[src/rtl/decode_config.svh]
`ifndef DECODE_CONFIG_SVH
`define DECODE_CONFIG_SVH

// Datapath widths
`define XLEN        32
`define REG_ADDR_W  5
`define EXCEPT_W    15
`define FETCH_EXC_W 2

// Immediate widths per issue queue
`define ALU0_IMM_W  20      // 12-bit field or LU12I si20
`define AGU_IMM_W   14
`define BRU_IMM_W   26      // offs26 or PCADDU12I si20

// Boot vector
`define RESET_PC    32'h1c00_0000

`endif

[src/rtl/decode_pkg.sv]
`include "decode_config.svh"

package decode_pkg;

    typedef logic [3:0] iq_sel_t;           // One-hot, zero means no queue

    localparam iq_sel_t IQ_NONE = 4'b0000;
    localparam iq_sel_t IQ_BRU  = 4'b0001;
    localparam iq_sel_t IQ_AGU  = 4'b0010;
    localparam iq_sel_t IQ_ALU1 = 4'b0100;
    localparam iq_sel_t IQ_ALU0 = 4'b1000;

    typedef enum logic [4:0] {
        ALU0_LU12I  = 5'd0,  ALU0_SLTI   = 5'd1,  ALU0_SLTUI  = 5'd2,
        ALU0_ADDI_W = 5'd3,  ALU0_ANDI   = 5'd4,  ALU0_ORI    = 5'd5,
        ALU0_XORI   = 5'd6,  ALU0_ADD_W  = 5'd7,  ALU0_SUB_W  = 5'd8,
        ALU0_SLT    = 5'd9,  ALU0_SLTU   = 5'd10, ALU0_NOR    = 5'd11,
        ALU0_AND    = 5'd12, ALU0_OR     = 5'd13, ALU0_XOR    = 5'd14,
        ALU0_SLL_W  = 5'd15, ALU0_SRL_W  = 5'd16, ALU0_SRA_W  = 5'd17,
        ALU0_SLLI_W = 5'd21, ALU0_SRLI_W = 5'd22, ALU0_SRAI_W = 5'd23
    } alu0_op_t;

    typedef enum logic [2:0] {
        ALU1_DIV_W  = 3'd0, ALU1_MOD_W  = 3'd1, ALU1_DIVU_W   = 3'd2,
        ALU1_MODU_W = 3'd3, ALU1_MUL_W  = 3'd4, ALU1_MULH_W   = 3'd5,
        ALU1_MULHU_W = 3'd6
    } alu1_op_t;

    typedef enum logic [3:0] {
        AGU_NONE = 4'd0,                    // No memory op
        AGU_LD_B = 4'd7,  AGU_LD_H = 4'd8,  AGU_LD_W  = 4'd9,
        AGU_ST_B = 4'd10, AGU_ST_H = 4'd11, AGU_ST_W  = 4'd12,
        AGU_LD_BU = 4'd13, AGU_LD_HU = 4'd14
    } agu_op_t;

    typedef enum logic [3:0] {
        BRU_PCADDU12I = 4'd0, BRU_JIRL = 4'd1, BRU_B    = 4'd2, BRU_BL   = 4'd3,
        BRU_BEQ       = 4'd4, BRU_BNE  = 4'd5, BRU_BLT  = 4'd6, BRU_BGE  = 4'd7,
        BRU_BLTU      = 4'd8, BRU_BGEU = 4'd9
    } bru_op_t;

    typedef struct packed {
        logic                   en;
        logic [`REG_ADDR_W-1:0] idx;
    } reg_field_t;

    typedef struct packed {
        iq_sel_t                iq_choose;
        alu0_op_t               alu0_op;
        alu1_op_t               alu1_op;
        agu_op_t                agu_op;
        bru_op_t                bru_op;
        logic [`ALU0_IMM_W-1:0] alu0_imm;
        logic [`AGU_IMM_W-1:0]  agu_imm;
        logic [`BRU_IMM_W-1:0]  bru_imm;
        reg_field_t             dest;
        reg_field_t             src1;
        reg_field_t             src2;
        logic [`EXCEPT_W-1:0]   except_code;
        logic [`XLEN-1:0]       pc;
        logic [`XLEN-1:0]       target;     // Predicted target
    } decoded_uop_t;

endpackage

[src/rtl/decoded_uop_if.sv]
`timescale 1ns/1ps
`include "decode_config.svh"

interface decoded_uop_if;

    logic                     valid;
    logic                     ready;
    decode_pkg::decoded_uop_t uop;

    modport producer (
        output valid,
        output uop,
        input  ready
    );

    modport consumer (
        input  valid,
        input  uop,
        output ready
    );

endinterface

[src/rtl/instr_classify.sv]
`timescale 1ns/1ps
`include "decode_config.svh"

module instr_classify (
    input  logic [`XLEN-1:0]        instruction,
    input  logic [`FETCH_EXC_W-1:0] fetch_except,
    output decode_pkg::iq_sel_t     iq_choose,
    output logic [`EXCEPT_W-1:0]    except_code,
    output logic                    trap
);

    logic is_break;
    logic is_syscall;

    assign is_break   = (instruction[31:15] == 17'b00000000001010100);
    assign is_syscall = (instruction[31:15] == 17'b00000000001010110);
    assign trap       = is_break || is_syscall;

    always_comb begin
        iq_choose = decode_pkg::IQ_NONE;
        if (instruction[30]) begin
            if (instruction[29:26] inside {[4'b0011:4'b1011]})     // JIRL up to BGEU
                iq_choose = decode_pkg::IQ_BRU;
        end else begin
            case (instruction[29:28])
                2'b10: begin
                    if (instruction[27:26] == 2'b10 &&
                        instruction[25:22] inside {4'b0000, 4'b0001, 4'b0010, 4'b0100,
                                                   4'b0101, 4'b0110, 4'b1000, 4'b1001})
                        iq_choose = decode_pkg::IQ_AGU;
                end
                2'b01: iq_choose = instruction[27] ? decode_pkg::IQ_BRU : decode_pkg::IQ_ALU0;
                2'b00: begin
                    if (instruction[27:25] == 3'b001) begin             // 2RI12 forms
                        if (instruction[24:22] != 3'b011 && instruction[24:22] != 3'b100)
                            iq_choose = decode_pkg::IQ_ALU0;
                    end else if (instruction[27:22] == 6'b000001) begin // Shift by imm
                        if (instruction[21:20] == 2'b00 && instruction[17:15] == 3'b001 &&
                            instruction[19:18] != 2'b11)
                            iq_choose = decode_pkg::IQ_ALU0;
                    end else if (instruction[27:22] == 6'b000000) begin
                        case (instruction[21:15])
                            7'b0100000, 7'b0100010, 7'b0100100, 7'b0100101,
                            7'b0101000, 7'b0101001, 7'b0101010, 7'b0101011,
                            7'b0101110, 7'b0101111, 7'b0110000:
                                iq_choose = decode_pkg::IQ_ALU0;
                            7'b0111000, 7'b0111001, 7'b0111010,
                            7'b1000000, 7'b1000001, 7'b1000010, 7'b1000011:
                                iq_choose = decode_pkg::IQ_ALU1;  // Mul and div
                            default: iq_choose = decode_pkg::IQ_NONE;
                        endcase
                    end
                end
                default: iq_choose = decode_pkg::IQ_NONE;
            endcase
        end
    end

    // Fetch faults win over the trap code field
    always_comb begin
        if (|fetch_except)
            except_code = `EXCEPT_W'(fetch_except);
        else if (trap)
            except_code = instruction[14:0];
        else
            except_code = '0;
    end

endmodule

[src/rtl/op_decode.sv]
`timescale 1ns/1ps
`include "decode_config.svh"

module op_decode (
    input  logic [`XLEN-1:0]    instruction,
    input  decode_pkg::iq_sel_t iq_choose,
    decoded_uop_if.producer     uop_bus
);

    decode_pkg::alu0_op_t   alu0_op;
    decode_pkg::alu1_op_t   alu1_op;
    decode_pkg::agu_op_t    agu_op;
    decode_pkg::bru_op_t    bru_op;
    decode_pkg::reg_field_t dest;
    decode_pkg::reg_field_t src1;
    decode_pkg::reg_field_t src2;
    logic [`ALU0_IMM_W-1:0] alu0_imm;
    logic [`AGU_IMM_W-1:0]  agu_imm;
    logic [`BRU_IMM_W-1:0]  bru_imm;
    logic                   sel_alu0;
    logic                   sel_alu1;
    logic                   sel_agu;
    logic                   sel_bru;
    logic                   is_store;
    logic                   is_3r;

    assign sel_alu0 = (iq_choose == decode_pkg::IQ_ALU0);
    assign sel_alu1 = (iq_choose == decode_pkg::IQ_ALU1);
    assign sel_agu  = (iq_choose == decode_pkg::IQ_AGU);
    assign sel_bru  = (iq_choose == decode_pkg::IQ_BRU);
    assign is_store = sel_agu && instruction[24];
    assign is_3r    = sel_alu1 || (sel_alu0 && instruction[28:22] == 7'd0);

    always_comb begin
        alu0_op = decode_pkg::ALU0_LU12I;
        if (sel_alu0 && !instruction[28]) begin
            if (instruction[25]) begin
                case (instruction[24:22])
                    3'b000:  alu0_op = decode_pkg::ALU0_SLTI;
                    3'b001:  alu0_op = decode_pkg::ALU0_SLTUI;
                    3'b010:  alu0_op = decode_pkg::ALU0_ADDI_W;
                    3'b101:  alu0_op = decode_pkg::ALU0_ANDI;
                    3'b110:  alu0_op = decode_pkg::ALU0_ORI;
                    default: alu0_op = decode_pkg::ALU0_XORI;
                endcase
            end else if (instruction[22]) begin
                case (instruction[19:18])
                    2'b00:   alu0_op = decode_pkg::ALU0_SLLI_W;
                    2'b01:   alu0_op = decode_pkg::ALU0_SRLI_W;
                    default: alu0_op = decode_pkg::ALU0_SRAI_W;
                endcase
            end else begin
                case (instruction[19:15])
                    5'b00000: alu0_op = decode_pkg::ALU0_ADD_W;
                    5'b00010: alu0_op = decode_pkg::ALU0_SUB_W;
                    5'b00100: alu0_op = decode_pkg::ALU0_SLT;
                    5'b00101: alu0_op = decode_pkg::ALU0_SLTU;
                    5'b01000: alu0_op = decode_pkg::ALU0_NOR;
                    5'b01001: alu0_op = decode_pkg::ALU0_AND;
                    5'b01010: alu0_op = decode_pkg::ALU0_OR;
                    5'b01011: alu0_op = decode_pkg::ALU0_XOR;
                    5'b01110: alu0_op = decode_pkg::ALU0_SLL_W;
                    5'b01111: alu0_op = decode_pkg::ALU0_SRL_W;
                    default:  alu0_op = decode_pkg::ALU0_SRA_W;
                endcase
            end
        end
    end

    always_comb begin
        alu1_op = decode_pkg::ALU1_DIV_W;
        if (sel_alu1) begin
            if (instruction[21]) begin
                case (instruction[16:15])
                    2'b00:   alu1_op = decode_pkg::ALU1_DIV_W;
                    2'b01:   alu1_op = decode_pkg::ALU1_MOD_W;
                    2'b10:   alu1_op = decode_pkg::ALU1_DIVU_W;
                    default: alu1_op = decode_pkg::ALU1_MODU_W;
                endcase
            end else begin
                case (instruction[16:15])
                    2'b00:   alu1_op = decode_pkg::ALU1_MUL_W;
                    2'b01:   alu1_op = decode_pkg::ALU1_MULH_W;
                    default: alu1_op = decode_pkg::ALU1_MULHU_W;
                endcase
            end
        end
    end

    always_comb begin
        agu_op = decode_pkg::AGU_NONE;
        if (sel_agu) begin
            case (instruction[25:22])
                4'b0000: agu_op = decode_pkg::AGU_LD_B;
                4'b0001: agu_op = decode_pkg::AGU_LD_H;
                4'b0010: agu_op = decode_pkg::AGU_LD_W;
                4'b0100: agu_op = decode_pkg::AGU_ST_B;
                4'b0101: agu_op = decode_pkg::AGU_ST_H;
                4'b0110: agu_op = decode_pkg::AGU_ST_W;
                4'b1000: agu_op = decode_pkg::AGU_LD_BU;
                4'b1001: agu_op = decode_pkg::AGU_LD_HU;
                default: agu_op = decode_pkg::AGU_NONE;
            endcase
        end
    end

    always_comb begin
        bru_op = decode_pkg::BRU_PCADDU12I;
        if (sel_bru && instruction[30]) begin
            case (instruction[29:26])
                4'b0011: bru_op = decode_pkg::BRU_JIRL;
                4'b0100: bru_op = decode_pkg::BRU_B;
                4'b0101: bru_op = decode_pkg::BRU_BL;
                4'b0110: bru_op = decode_pkg::BRU_BEQ;
                4'b0111: bru_op = decode_pkg::BRU_BNE;
                4'b1000: bru_op = decode_pkg::BRU_BLT;
                4'b1001: bru_op = decode_pkg::BRU_BGE;
                4'b1010: bru_op = decode_pkg::BRU_BLTU;
                default: bru_op = decode_pkg::BRU_BGEU;
            endcase
        end
    end

    assign alu0_imm = !sel_alu0      ? '0 :
                      instruction[28] ? instruction[24:5] : `ALU0_IMM_W'(instruction[21:10]);
    assign agu_imm  = sel_agu ? instruction[23:10] : '0;

    always_comb begin
        bru_imm = '0;
        if (sel_bru) begin
            if (!instruction[30])
                bru_imm = `BRU_IMM_W'(instruction[24:5]);
            else if (instruction[29:27] == 3'b010)
                bru_imm = {instruction[9:0], instruction[25:10]};  // B and BL offs26
            else
                bru_imm = `BRU_IMM_W'(instruction[25:10]);
        end
    end

    always_comb begin
        dest = '0;
        src1 = '0;
        src2 = '0;
        if (sel_alu0 || sel_alu1 || (sel_agu && !is_store) ||
            (sel_bru && bru_op inside {decode_pkg::BRU_PCADDU12I, decode_pkg::BRU_JIRL})) begin
            dest.en  = 1'b1;
            dest.idx = instruction[4:0];
        end else if (sel_bru && bru_op == decode_pkg::BRU_BL) begin
            dest.en  = 1'b1;
            dest.idx = `REG_ADDR_W'(1);                            // Link register
        end
        if ((|iq_choose) && !(sel_alu0 && instruction[28]) &&
            !(sel_bru && bru_op inside {decode_pkg::BRU_PCADDU12I, decode_pkg::BRU_B,
                                        decode_pkg::BRU_BL})) begin
            src1.en  = 1'b1;
            src1.idx = instruction[9:5];
        end
        if (is_3r) begin
            src2.en  = 1'b1;
            src2.idx = instruction[14:10];
        end else if (is_store ||
                     (sel_bru && bru_op inside {[decode_pkg::BRU_BEQ:decode_pkg::BRU_BGEU]})) begin
            src2.en  = 1'b1;
            src2.idx = instruction[4:0];                           // rd read as data
        end
    end

    assign uop_bus.uop.alu0_op  = alu0_op;
    assign uop_bus.uop.alu1_op  = alu1_op;
    assign uop_bus.uop.agu_op   = agu_op;
    assign uop_bus.uop.bru_op   = bru_op;
    assign uop_bus.uop.alu0_imm = alu0_imm;
    assign uop_bus.uop.agu_imm  = agu_imm;
    assign uop_bus.uop.bru_imm  = bru_imm;
    assign uop_bus.uop.dest     = dest;
    assign uop_bus.uop.src1     = src1;
    assign uop_bus.uop.src2     = src2;

endmodule

[src/rtl/stage3_reg.sv]
`timescale 1ns/1ps
`include "decode_config.svh"

module stage3_reg (
    input  logic                      clk,
    input  logic                      rst,
    input  logic                      flush,
    input  logic                      keep,
    decoded_uop_if.consumer           uop_in,
    output logic                      decode_vld,
    input  logic                      out_ready,
    output decode_pkg::decoded_uop_t  uop_q
);

    logic load;

    assign uop_in.ready = !decode_vld || out_ready;        // Empty or draining
    assign load         = uop_in.valid && uop_in.ready && keep && !flush;

    always_ff @(posedge clk) begin
        if (rst || flush)
            decode_vld <= 1'b0;
        else if (load)
            decode_vld <= 1'b1;
        else if (out_ready)
            decode_vld <= 1'b0;
    end

    always_ff @(posedge clk) begin
        if (rst)
            uop_q.pc <= `RESET_PC;                             // Boot vector until first load
        else if (load)
            uop_q <= uop_in.uop;
    end

endmodule

[src/rtl/decode_stage.sv]
`timescale 1ns/1ps
`include "decode_config.svh"

module decode_stage (
    input  logic                        clk,
    input  logic                        rst,
    input  logic                        flush,
    input  logic                        instruction_vld,
    output logic                        in_ready,
    input  logic [`XLEN-1:0]            instruction,
    input  logic [`XLEN-1:0]            pc,
    input  logic [`XLEN-1:0]            target,
    input  logic [`FETCH_EXC_W-1:0]     fetch_except,
    input  logic                        out_ready,
    output logic                        decode_vld,
    output decode_pkg::iq_sel_t         iq_choose,
    output decode_pkg::alu0_op_t        alu0_op,
    output decode_pkg::alu1_op_t        alu1_op,
    output decode_pkg::agu_op_t         agu_op,
    output decode_pkg::bru_op_t         bru_op,
    output logic [`ALU0_IMM_W-1:0]      alu0_imm,
    output logic [`AGU_IMM_W-1:0]       agu_imm,
    output logic [`BRU_IMM_W-1:0]       bru_imm,
    output logic                        dest_en,
    output logic [`REG_ADDR_W-1:0]      dest_reg,
    output logic                        src1_en,
    output logic [`REG_ADDR_W-1:0]      src1_reg,
    output logic                        src2_en,
    output logic [`REG_ADDR_W-1:0]      src2_reg,
    output logic [`EXCEPT_W-1:0]        except_code,
    output logic [`XLEN-1:0]            pc_q,
    output logic [`XLEN-1:0]            target_q
);

    decode_pkg::iq_sel_t      iq_sel;
    decode_pkg::decoded_uop_t uop_q;
    logic [`EXCEPT_W-1:0]     exc_code;
    logic                     trap;
    logic                     keep;

    decoded_uop_if uop_bus ();

    instr_classify instr_classify_i (
        .instruction  (instruction),
        .fetch_except (fetch_except),
        .iq_choose    (iq_sel),
        .except_code  (exc_code),
        .trap         (trap)
    );

    op_decode op_decode_i (
        .instruction (instruction),
        .iq_choose   (iq_sel),
        .uop_bus     (uop_bus)
    );

    // Unissued, trap-free, fault-free words are accepted and dropped
    assign keep = (|iq_sel) || trap || (|exc_code);

    assign uop_bus.valid           = instruction_vld;
    assign uop_bus.uop.iq_choose   = iq_sel;
    assign uop_bus.uop.except_code = exc_code;
    assign uop_bus.uop.pc          = pc;
    assign uop_bus.uop.target      = target;
    assign in_ready                = uop_bus.ready;

    stage3_reg stage3_reg_i (
        .clk        (clk),
        .rst        (rst),
        .flush      (flush),
        .keep       (keep),
        .uop_in     (uop_bus),
        .decode_vld (decode_vld),
        .out_ready  (out_ready),
        .uop_q      (uop_q)
    );

    assign iq_choose   = uop_q.iq_choose;
    assign alu0_op     = uop_q.alu0_op;
    assign alu1_op     = uop_q.alu1_op;
    assign agu_op      = uop_q.agu_op;
    assign bru_op      = uop_q.bru_op;
    assign alu0_imm    = uop_q.alu0_imm;
    assign agu_imm     = uop_q.agu_imm;
    assign bru_imm     = uop_q.bru_imm;
    assign dest_en     = uop_q.dest.en;
    assign dest_reg    = uop_q.dest.idx;
    assign src1_en     = uop_q.src1.en;
    assign src1_reg    = uop_q.src1.idx;
    assign src2_en     = uop_q.src2.en;
    assign src2_reg    = uop_q.src2.idx;
    assign except_code = uop_q.except_code;
    assign pc_q        = uop_q.pc;
    assign target_q    = uop_q.target;

endmodule

[config.mk]
export PLATFORM = sky130hd
export DESIGN_NAME = decode_stage
export DESIGN_NICKNAME = d
export VERILOG_FILES = /design/src/rtl/decode_pkg.sv /design/src/rtl/decoded_uop_if.sv /design/src/rtl/instr_classify.sv /design/src/rtl/op_decode.sv /design/src/rtl/stage3_reg.sv /design/src/rtl/decode_stage.sv
export VERILOG_INCLUDE_DIRS = /design/src /design/src/rtl
export SDC_FILE = /design/constraint.sdc
export NUM_CORES = 1
export LEC_CHECK = 0
export ABC_CLOCK_PERIOD_IN_PS = 18000
export BUFFER_PORTS_ARGS = -buffer_cell sky130_fd_sc_hd__buf_4
export CAP_MARGIN = 20
export CORE_ASPECT_RATIO = 1.5
export CORE_MARGIN = 2
export CORE_UTILIZATION = 50
export CTS_CLUSTER_SIZE = 25
export DETAILED_ROUTE_END_ITERATION = 10
export PLACE_DENSITY = 0.87
export SYNTH_ARGS = -nofsm -noshare
export SYNTH_HDL_FRONTEND = slang
export SYNTH_SLANG_ARGS = --single-unit
[constraint.sdc]
create_clock -name clk -period 18 [get_ports clk]
set_input_delay 3.6 -clock clk [delete_from_list [all_inputs] [get_ports clk]]
set_output_delay 3.6 -clock clk [all_outputs]
set_load 0.02 [all_outputs]
Yosys cells after proc, flatten, opt, wreduce, memory -nomap -nowiden
Memories as Yosys holds them, arrays and structs flattened. A register that Yosys moved wholly into a read port is not among the register bits.
Index checks and enable logic that the tools add are counted.
- order comparisons: 4
- reductions and logical operators: 59
- bitwise gates (word level): 1
- multiplexer cells: 32
- equal/unequal tests: 51
- operator list (operator ; count):
    7-bit by 6-bit equality test with 1-bit output, second input constant ; 14
    20-bit 2-to-1 mux ; 2
    17-bit by 7-bit equality test with 1-bit output, second input constant ; 2
    4-bit 2-to-1 mux ; 8
    15-bit 2-to-1 mux ; 2
    7-bit equality test, second input constant ; 4
    5-bit 2-to-1 mux ; 5
    1-bit logical AND ; 21
    6-bit 2-to-1 mux ; 3
    4-bit by 2-bit equality test with 1-bit output, second input constant ; 4
    4-bit by 3-bit equality test with 1-bit output, second input constant ; 4
    3-bit one-hot mux with 5 select lines ; 1
    15-bit OR reduction ; 1
    4-bit by 1-bit equality test with 1-bit output, second input constant ; 3
    4-bit equality test, second input constant ; 3
    12-bit 2-to-1 mux ; 1
    4-bit one-hot mux with 3 select lines ; 1
    11-bit OR reduction ; 1
    1-bit logical OR ; 10
    3-bit by 1-bit equality test with 1-bit output, second input constant ; 3
    4-bit <= comparator, second input constant ; 2
    2-bit logical NOT ; 4
    4-bit logical NOT ; 2
    2-bit one-hot mux with 2 select lines ; 2
    other kinds (28) ; 44
- memories kept: 3
- bits in registers: 174
- output and inout port bits: 179
- input port bits: 103
- logic and storage cells: 169
- memory bits (read-only): 208
- memories (memory ; words ; bits a word ; read ports ; clocked after memory_dff ; write ports ; RTL line ; text):
    (no name shown) ; 16 ; 5 ; 1 ; 0 ; 0 ; op_decode.sv:53 ; case (instruction[19:15])
    (no name shown) ; 16 ; 4 ; 1 ; 0 ; 0 ; op_decode.sv:110 ; case (instruction[29:26])
    (no name shown) ; 16 ; 4 ; 1 ; 1 ; 0 ; op_decode.sv:93 ; case (instruction[25:22])

Longest topological paths before layout
Gate-level depths: netlist of run 1.
- depth in word-level cells: 17
- mapped depth: 13
- gate-level depth less buffers: 9

Worst setup path after synthesis of run 1
No wires, ideal clock.
- path kind: input -> register
- start: in instruction[15]
- end: reg, netlist name stage3_reg_i.uop_q[0]
- library setup time: 0.726 ns
- arrival: 13.342 ns
- path buffers: 3
- required time: 17.274 ns
- path slack: 3.932 ns
- cell stages on the path: 12
- cell sequence: clkbuf_1 > inv_1 > ha_1 > or3b_1 > a2111oi_2 > nand4_1 > o22a_1 > buf_6 > clkinv_4 > buf_6 > o21ai_1 > nor4b_2
- longest elaborated chain between the ends: 14
- elaborated cells between the ends (all ways): 42
- those cells by class: 21 x eq/ne; 9 x mux; 12 x reduce/logical
- RTL lines (item ; RTL line ; text):
    start, declared ; decode_stage.sv:10 ; input logic [`XLEN-1:0] instruction,
    7-bit by 6-bit equality test with 1-bit output, or another cell as far along ; instr_classify.sv:42 ; case (instruction[21:15])
    11-bit OR reduction, or another cell as far along ; instr_classify.sv:42 ;
    4-bit one-hot mux with 2 select lines or 1-bit logical AND (tied branches) ; instr_classify.sv:42, instr_classify.sv:38 ;
    4-bit 2-to-1 mux (on tied branches) ; instr_classify.sv:41, instr_classify.sv:38 ;
    4-bit 2-to-1 mux (*) ; instr_classify.sv:37 ; end else if (instruction[27:22] == 6'b000001) begin
    4-bit 2-to-1 mux (*) ; instr_classify.sv:34 ; if (instruction[27:25] == 3'b001) begin
    4-bit one-hot mux with 3 select lines (*) ; instr_classify.sv:25 ; case (instruction[29:28])
    4-bit 2-to-1 mux (*) ; instr_classify.sv:21 ; if (instruction[30]) begin
    via instr_classify_i.iq_choose[3] ; instr_classify.sv:7 ; output decode_pkg::iq_sel_t iq_choose,
    4-bit OR reduction (*) ; decode_stage.sv:58 ; assign keep = (|iq_sel) || trap || (|exc_code);
    1-bit logical OR (*) (2 in a row) ; decode_stage.sv:58 ;
    1-bit logical AND (*) (2 in a row) ; stage3_reg.sv:18 ; assign load = uop_in.valid && uop_in.ready && keep && !flush;
    2-bit AND reduction (no line) (*) ; - ;
Mark *: on every way through the listed nets, which the timed path passes. The rest lies on a longest branch.
A chain may end at the register's enable or synchronous reset.

Final worst setup path of run 1
- start: in out_ready
- end: out in_ready
- longest elaborated chain between the ends: 1
- RTL lines (item ; RTL line ; text):
    start, declared ; decode_stage.sv:14 ; input logic out_ready,
    1-bit logical OR ; stage3_reg.sv:17 ; assign uop_in.ready = !decode_vld || out_ready;
    end, declared ; decode_stage.sv:9 ; output logic in_ready,
Every way passes these cells.

==> results.yml, run 1 <==
outcome:
  run_status: "finished, final reports clean"
cells_and_area:
  diodes: 0
  drive_gt1_frac: 0.377
  nFillCells: 1079
  layoutNonFillerInstCount: 1080
  area_growth_pct: 36.1
  nets: 979
routing:
  finalWirelength_mm: 22.1
  num_vias: 6035
  wl_per_cell_um: 20.4
  vias_per_cell: 5.59
  ant_nets: 0
  drt_iter0_drc: 495
  first_pass_iters: 5
  drc: 0
synthesis:
  ys.flop_type: "edfxtp_1"
  synth_xor_area_frac: 0.00224
  ys_top_cells_by_count: "145 x edfxtp_1, 66 x nand2b_1, 47 x mux2i_1, 47 x nor2_1, 33 x dfxtp_1"
  synth_compound_area_frac: 0.0806
  synthesis.nets: 710
  synthTopCellsByArea: "edfxtp_1 56%, dfxtp_1 8.5%, mux2i_1 6.0%"
  synth_top_family_by_area: "simple AND/OR/NAND/NOR gates"
  synth-seq-area-share: 0.642
  syn_area_mm2: 0.00781
  syn_area_per_cell_um2: 13.1
  yosys.area_share.simple: 0.154
  synth.top_cell.area_share: 0.557
  synth_edf_count: 145
  synth.most_common_cell: "edfxtp_1"
  async_flop_share: 0
  synth_top_area_cell: "edfxtp_1"
  muxShareOfSynthArea: 0.0646
  synth-adder-area-share: 0.0192
  syn_inst: 595
  yosys_warnings: 0
  synth.distinct_cells: 63
  ys_seq_elements: 178
power_and_ir_drop:
  sequentialPowerShare: 0.495
  p_int_mw: 0.685
  ir_worst_vdd_mv: 0.0554
  clock_power_share: 0.398
  p_leak_nw: 4.64
  netSwitchingFraction: 0.258
  netSwitchingPower_mw: 0.239
  combPwrFrac: 0.107
  cellPowerDensity_mw_per_mm2: 86.9
worst_setup_path:
  cp_data_arrival_time_ns: 4.10
  start_kind: "input port"
  crit_path_start: "out_ready"
  required_ns: 14.40
  crit_type: "input port to output pin"
  critPathCaptureType: "output pin"
  r2r_start: "stage3_reg_i.decode_vld$_SDFFE_PP0P_"
  cp_max_fo: 4
timing:
  setup_viol: 0
  fin_setup_tns_ns: 0
  period_share: 0.428
  fin_skew_ns: 0.0136
  min_period_ns: 7.70
  clock.fmax_ghz: 0.130
  rsz0062_at_grt: "false"
  tightest_slew_ns: 0.804
  finalHoldViolCount: 0
  slew_violations: 0
  max_slew_margin: 0.464
cts:
  root_buffer: "clkbuf_16"
  clkTransAtPathRegs_ns: 0.07
  cts_tree: "yes"
  cts_max_level: 4
  numCtsBuffers: 17
  ctsHoldBuffers: 0
  cts_buffer_depth: 2
  clock_latency_ns: 0.43
  post_cts_buffers: 0
  post_cts_resized: 0
  cts.sinks: 178
grt:
  first_global_vias: 5941
  overflow: 0
  grt_max_degree: 91
  antenna_found_initial: 0
  grt_pass1_wl_mm: 33.4
  track_usage: 0.265
die:
  fp.dieH_um: 157
  boundaryPins: 282
  initial_core_util: 0.504
  dieArea_mm2: 0.0167
  core_area_mm2: 0.0155
  die_w_um: 106
  rows: 56
min_path:
  holdCritStartpoint: "stage3_reg_i.uop_q[36]$_SDFFE_PP0P_"
  worstHoldPathType: "register to register"
placement:
  place.port_buffers: 281
  post-dp-hpwl_mm: 15.8
  dpl.cell_count: 1047
  place_congestion: 0.875
flow_run:
  max_cap_viol_count: 0
state kept, by name, indices dropped and copies added, names as in the netlist:
register	count
stage3_reg_i.decode_vld	1
stage3_reg_i.uop_q	177
metrics by stage:
stage / power [mW] / hold slack, ns / worst slack (ns) / util / area, µm²
final: 0.923 / 0.476 / 10.30 / 0.686 / 10600
after global routing: 0.954 / 0.501 / 10.09 / 0.686 / 10600
after CTS: 0.928 / 0.480 / 10.22 / 0.685 / 10600
after detailed placement: 0.563 / 0.465 / 9.77 / 0.647 / 10000
after global placement: 0.561 / 0.459 / 9.94 / 0.646 / 10000
after floorplan: 0.522 / 0.546 / 3.93 / - / 7810
kinds of logic (layout without fill, tap and decap cells):
| logic type | after synthesis | in the layout |
|---|---|---|
| compound gates | 82 | 82 |
| xor+xnor | 2 | 2 |
| fa+ha+maj | 12 | 12 |
| buf+inv | 56 | 338 |
| flops | 178 | 178 |
| mux | 49 | 49 |
| simple gates | 216 | 216 |
worst max-delay path, cell delays in order:
cell and delay, ns:
buf_4 0.10, nand2b_1 0.20, buf_4 0.19
placed cells by master (no fill, tap or decap), types with 6 or more instances in the layout:
master and count:
a211oi_1 6, a21oi_1 8, a22o_1 20, and2_1 20
and3_1 21, buf_4 288, clkbuf_16 17, dfxtp_1 33
edfxtp_1 145, ha_1 12, inv_1 16, mux2i_1 47
nand2_1 18, nand2b_1 66, nor2_1 47, nor2b_1 7
nor3_1 10, nor4_1 6, o21ai_0 9, o21ai_1 6
path summary, 6_finish.rpt:
check                                               end  slack, ns  depth (start not counted)
setup / recovery                               in_ready      10.30                          3
hold / removal      stage3_reg_i.uop_q[36]$_SDFFE_PP0P_       0.48                          2
setup reg to reg  stage3_reg_i.uop_q[106]$_SDFFCE_PN0P_      15.48                          5
hold reg to reg     stage3_reg_i.uop_q[36]$_SDFFE_PP0P_       0.48                          2
cell type report:
cell class / count / area [µm²] / area share
Inverter: 17 / 68.8 / 0.00647
Tap cell: 203 / 254 / 0.0239
Clock inverter: 14 / 158 / 0.0148
Multi-Input combinational cell: 361 / 2520 / 0.237
Sequential cell: 178 / 5010 / 0.472
Clock buffer: 18 / 429 / 0.0404
Timing Repair Buffer: 289 / 2190 / 0.206
power groups by stage:
stage	clock network (mW)	logic, mW	registers, mW
final	0.368	0.0988	0.457
after CTS	0.374	0.0977	0.457
after global placement	0	0.0946	0.466
after detailed placement	0	0.0968	0.466
after floorplan	0	0.0434	0.479
after global routing	0.390	0.106	0.458
per-layer routing:
layer  up-vias  GRT usage  wire, µm
met5         -          0         0
met4         0      0.111       773
met3        51      0.101      2630
met2       402      0.454     11100
met1      2866      0.296      7560
li1       2716          -         -
Power figures use the tool's default switching activity.
==> inputs of run 2 (changes only) <==
ABC_AREA = 1   (was unset)
ABC_CLOCK_PERIOD_IN_PS = 6340   (was 18000)
CORE_UTILIZATION = 44   (was 50)
PLACE_DENSITY = 0.83   (was 0.87)
clock period = 6.34 ns   (was 18 ns; I/O delays follow)
==> results.yml, run 2 <==
synthesis:
  synth.distinct_cells: 34
  ys.flop_type: "edfxtp_1"
  synth_top_family_by_area: "simple AND/OR/NAND/NOR gates"
  syn_inst: 703
  synth.most_common_cell: "edfxtp_1"
  synth.top_cell.area_share: 0.582
  muxShareOfSynthArea: 0
  ys_top_cells_by_count: "145 x edfxtp_1, 108 x nor2_1, 92 x nand2_1"
  syn_area_mm2: 0.00749
  synth_edf_count: 145
  async_flop_share: 0
  synthTopCellsByArea: "edfxtp_1 58%, dfxtp_1 8.8%, nor2_1 5.4%"
  synth-adder-area-share: 0.0201
  synthesis.nets: 818
  ys_seq_elements: 178
  yosys_warnings: 0
  syn_area_per_cell_um2: 10.6
  synth-seq-area-share: 0.670
  synth_top_area_cell: "edfxtp_1"
  synth_compound_area_frac: 0.0799
  synth_xor_area_frac: 0
  yosys.area_share.simple: 0.162
timing:
  finalHoldViolCount: 0
  fin_setup_tns_ns: 0
  slew_violations: 0
  fin_skew_ns: 0.00862
  rsz0062_at_grt: "false"
  max_slew_margin: 0.337
  clock.fmax_ghz: 0.211
  setup_viol: 0
  min_period_ns: 4.74
  tightest_slew_ns: 0.994
  period_share: 0.747
placement:
  post-dp-hpwl_mm: 16.1
  place.port_buffers: 281
  place_congestion: 0.874
  placed_cell_area_mm2: 0.00976
cells_and_area:
  diodes: 0
  nets: 1090
  regMostFlops: "stage3_reg_i.uop_q"
  nFillCells: 1382
  fin_area_mm2: 0.0104
  largest_reg_flops: 177
  drive_gt1_frac: 0.334
  final_common_cell: "buf_4"
  mostFrequentLayoutCells: "284 x buf_4, 145 x edfxtp_1, 106 x nor2_1, 92 x nand2_1, 81 x inv_1"
  area_growth_pct: 38.3
  largestRegisters: "stage3_reg_i.uop_q (177), stage3_reg_i.decode_vld (1)"
cts:
  ctsHoldBuffers: 0
  cts_max_level: 4
  clock_latency_ns: 0.41
  clkTransAtPathRegs_ns: 0.07
  root_buffer: "clkbuf_16"
  post_cts_buffers: 0
  cts.sinks: 178
  cts_tree: "yes"
  post_cts_resized: 0
  cts_buffer_depth: 2
  numCtsBuffers: 17
worst_setup_path:
  start_kind: "input port"
  crit_path_end: "stage3_reg_i.uop_q[31]$_DFFE_PP_"
  cp_max_fo: 62
  critPathCaptureType: "register"
  r2r_slack_ns: 4.17
  cp_data_arrival_time_ns: 4.82
  ff2ff_path_depth: 6
  r2r_start: "stage3_reg_i.decode_vld$_SDFFE_PP0P_"
  crit_type: "input port to register"
  required_ns: 6.42
  rr_endpoint: "stage3_reg_i.uop_q[31]$_DFFE_PP_"
  crit_path_start: "instruction[22]"
grt:
  grt_pass1_wl_mm: 32.7
  first_global_vias: 5944
  grt_max_degree: 63
  overflow: 0
  antenna_found_initial: 0
  track_usage: 0.234
routing:
  wl_per_cell_um: 18.1
  drt_iter0_drc: 394
  finalWirelength_mm: 21.6
  drc: 0
  vias_per_cell: 5.23
  first_pass_iters: 7
  num_vias: 6258
  ant_nets: 0
die:
  boundaryPins: 282
  initial_core_util: 0.449
  fp.dieH_um: 164
  die_w_um: 111
  dieArea_mm2: 0.0181
  rows: 58
  core_area_mm2: 0.0167
outcome:
  run_status: "finished, final reports clean"
power_and_ir_drop:
  cellPowerDensity_mw_per_mm2: 255
  p_leak_nw: 4.80
  ir_worst_vdd_mv: 0.176
flow_run:
  max_cap_viol_count: 0
min_path:
  worstHoldPathType: "register to register"
## run 2: cell types whose count changed after synthesis, moves of 32 or more
| cell | change |
|---|---|
| nor2_1 | +61 |
| nand2_1 | +74 |
| nand3_1 | +50 |
| a21oi_1 | +34 |
| nand2b_1 | -66 |
| inv_1 | +65 |
| o22ai_1 | +32 |
| mux2i_1 | -47 |
## run 2: cell families (layout without fill, tap and decap cells)
logic type | after synthesis | in the layout
fa+ha+maj | 12 | 12
buf+inv | 121 | 405
flops | 178 | 178
compound gates | 105 | 105
simple gates | 287 | 287
## run 2: final cells by class
class,instances,area (µm²),area share
timing repair buffer,286,2170,0.210
multi-input combinational,404,1980,0.191
inverter,88,330,0.0319
sequential,178,5010,0.484
tap,210,263,0.0254
clock inverter,14,168,0.0162
clock buffer,17,425,0.0411
## run 2: worst min-delay path by stage
stage | start | end | cells past startpoint
2_1_floorplan | stage3_reg_i.uop_q[58]$_SDFFE_PP1P_ | stage3_reg_i.uop_q[58]$_SDFFE_PP1P_ | 2
3_3_place_gp | stage3_reg_i.uop_q[60]$_SDFFE_PP1P_ | stage3_reg_i.uop_q[60]$_SDFFE_PP1P_ | 2
3_5_place_dp | stage3_reg_i.uop_q[59]$_SDFFE_PP1P_ | stage3_reg_i.uop_q[59]$_SDFFE_PP1P_ | 2
4_1_cts | stage3_reg_i.uop_q[59]$_SDFFE_PP1P_ | stage3_reg_i.uop_q[59]$_SDFFE_PP1P_ | 2
5_1_grt | stage3_reg_i.uop_q[59]$_SDFFE_PP1P_ | stage3_reg_i.uop_q[59]$_SDFFE_PP1P_ | 2
6_report | stage3_reg_i.uop_q[59]$_SDFFE_PP1P_ | stage3_reg_i.uop_q[59]$_SDFFE_PP1P_ | 2
## run 2: per-stage QoR
step           total power [mW]  worst slack [ns]  std cells   util  hold WS [ns]
2_1_floorplan              1.49              1.13        703      -         0.546
3_3_place_gp               1.62              1.27       1166  0.585         0.455
3_5_place_dp               1.62              1.18       1166  0.585         0.464
4_1_cts                    2.66              1.61       1197  0.620         0.483
5_1_grt                    2.73              1.21       1197  0.620         0.520
6_report                   2.64              1.60       1197  0.620         0.481
## run 2: report_power, final
group | internal [mW] | total [mW] | switching, mW
Combinational | 0.115 | 0.291 | 0.176
Sequential | 1.29 | 1.30 | 0.0120
Clock | 0.563 | 1.05 | 0.488
Total | 1.97 | 2.64 | 0.676
## run 2: critical path, stage by stage
cell and delay, ns:
buf_4 0.14, clkinv_1 0.23, ha_1 0.25, inv_1 0.08
nor2_2 0.16, nand3_1 0.12, nor2_1 0.14, nand4_1 0.28
inv_2 0.12, nor2_1 0.08, nand3_4 0.48, nand2_1 0.29
nor2_4 0.69, buf_4 0.44
## run 2: layer usage
metal,up-vias,wire [µm],global-route usage,part of all wire
met5,-,0,0,0
met4,0,623,0.0847,0.029
met3,36,1570,0.0568,0.073
met2,343,11700,0.437,0.54
met1,2925,7690,0.257,0.36
li1,2954,-,-,-
==> inputs of run 3 (changes only) <==
ABC_AREA = 0   (was 1)
ABC_CLOCK_PERIOD_IN_PS = 4450   (was 6340)
CORE_UTILIZATION = 50   (was 44)
PLACE_DENSITY = 0.87   (was 0.83)
clock period = 4.45 ns   (was 6.34 ns; I/O delays follow)
==> results.yml, run 3 (same netlist as run 1, synthesis figures left out) <==
grt:
  overflow: 0
  first_global_vias: 5822
  track_usage: 0.268
  grt_pass1_wl_mm: 33.5
  antenna_found_initial: 1
  grt_max_degree: 67
placement:
  post-dp-hpwl_mm: 16.4
  place_congestion: 0.919
  place.port_buffers: 281
  place_ws_ns: 0.397
  dpl.cell_count: 1053
timing:
  slew_violations: 0
  timing.final.ws_setup_ns: 0.785
  holdWs_ns: 0.477
  tightest_slew_ns: 0.938
  period_share: 0.824
  rsz0062_at_grt: "false"
  fin_skew_ns: 0.0174
  setup_viol: 0
  clock.fmax_ghz: 0.273
  fin_setup_tns_ns: 0
  min_period_ns: 3.66
  finalHoldViolCount: 0
  max_slew_margin: 0.369
cells_and_area:
  regArea_mm2: 0.00501
  largestRegisters: "stage3_reg_i.uop_q (177), stage3_reg_i.decode_vld (1)"
  nFillCells: 1045
  nets: 984
  final_common_cell: "buf_4"
  mostFrequentLayoutCells: "292 x buf_4, 145 x edfxtp_1, 66 x nand2b_1, 47 x nor2_1, 47 x mux2i_1"
  regMostFlops: "stage3_reg_i.uop_q"
  layoutNonFillerInstCount: 1087
  multi_input_area_mm2: 0.00255
  drive_gt1_frac: 0.385
  area_growth_pct: 37.2
  largest_reg_flops: 177
die:
  fp.dieH_um: 157
  dieArea_mm2: 0.0167
  die_w_um: 106
  initial_core_util: 0.504
  boundaryPins: 282
  rows: 56
  core_area_mm2: 0.0155
worst_setup_path:
  cp_data_arrival_time_ns: 3.78
  crit_type: "input port to register"
  r2r_start: "stage3_reg_i.decode_vld$_SDFFE_PP0P_"
  critPathCaptureType: "register"
  start_kind: "input port"
  crit_path_start: "instruction[16]"
  cp_max_fo: 45
  required_ns: 4.56
cts:
  cts_buffer_depth: 2
  cts_max_level: 4
  clock_latency_ns: 0.44
  ctsHoldBuffers: 0
  numCtsBuffers: 17
  post_cts_buffers: 0
  cts.sinks: 178
  clkTransAtPathRegs_ns: 0.07
  cts_tree: "yes"
  post_cts_resized: 0
  root_buffer: "clkbuf_16"
routing:
  ant_nets: 0
  drc: 0
  num_vias: 6069
  first_pass_iters: 5
  vias_per_cell: 5.58
  finalWirelength_mm: 22.4
  wl_per_cell_um: 20.6
  drt_iter0_drc: 585
flow_run:
  max_cap_viol_count: 0
outcome:
  run_status: "finished, final reports clean"
power_and_ir_drop:
  ir_worst_vdd_mv: 0.263
  p_leak_nw: 4.67
  p_total_mw: 3.73
  cellPowerDensity_mw_per_mm2: 348
min_path:
  holdCritStartpoint: "stage3_reg_i.uop_q[62]$_SDFFE_PP0P_"
  worstHoldPathType: "register to register"
-- run 3: cell count changes in the layout (fill, tap and decap cells not counted), sizes merged, moves of 21 or more --
| cell | change |
|---|---|
| nand3 | -51 |
| nor2 | -64 |
| nand2b | +66 |
| o22ai | -32 |
| a21oi | -34 |
| mux2i | +47 |
| inv | -69 |
| and2 | +21 |
| nand2 | -75 |
-- run 3: critical path, cell delays in order --
cell and delay (ns):
buf_4 0.16, inv_1 0.17, ha_1 0.32, or4b_1 0.45, a211oi_1 0.20, o31ai_1 0.12, o22a_1 0.26, clkinv_4 0.14
o21ai_4 0.07, nor4b_4 0.35, buf_12 0.29, buf_4 0.31
-- run 3: per-stage QoR --
stage / area, µm² / utilization
after floorplan: 7870 / -
after global placement: 10100 / 0.654
after detailed placement: 10100 / 0.654
after CTS: 10700 / 0.692
after global routing: 10700 / 0.692
final: 10700 / 0.692
-- run 3: worst paths after layout --
path,to,slack [ns],cells after the start
setup reg to reg,stage3_reg_i.uop_q[11]$_DFFE_PP_,2.68,4
hold reg to reg,stage3_reg_i.uop_q[62]$_SDFFE_PP0P_,0.48,2
hold / removal,stage3_reg_i.uop_q[62]$_SDFFE_PP0P_,0.48,2
setup / recovery,stage3_reg_i.uop_q[11]$_DFFE_PP_,0.79,12
-- run 3: metal layers --
layer  vias up  GRT usage  wire (µm)
met3        48     0.0890       2460
met5         -          0          0
met2       415      0.473      11500
met4         0     0.0858        576
met1      2884      0.306       7920
li1       2722          -          -
-- run 3: area by class of cell --
class                   count  area share
clock buffers              18      0.0401
multi-input cells         361       0.238
clock inverters            14      0.0147
repair buffers            294       0.208
well taps                 203      0.0237
diodes                      2    0.000467
flip-flops and latches    178       0.468
inverters                  17     0.00712
-- run 3: power by group --
group	total [mW]	switching, mW	internal [mW]
Sequential	1.85	0.0160	1.83
Clock	1.47	0.718	0.756
Combinational	0.408	0.228	0.180
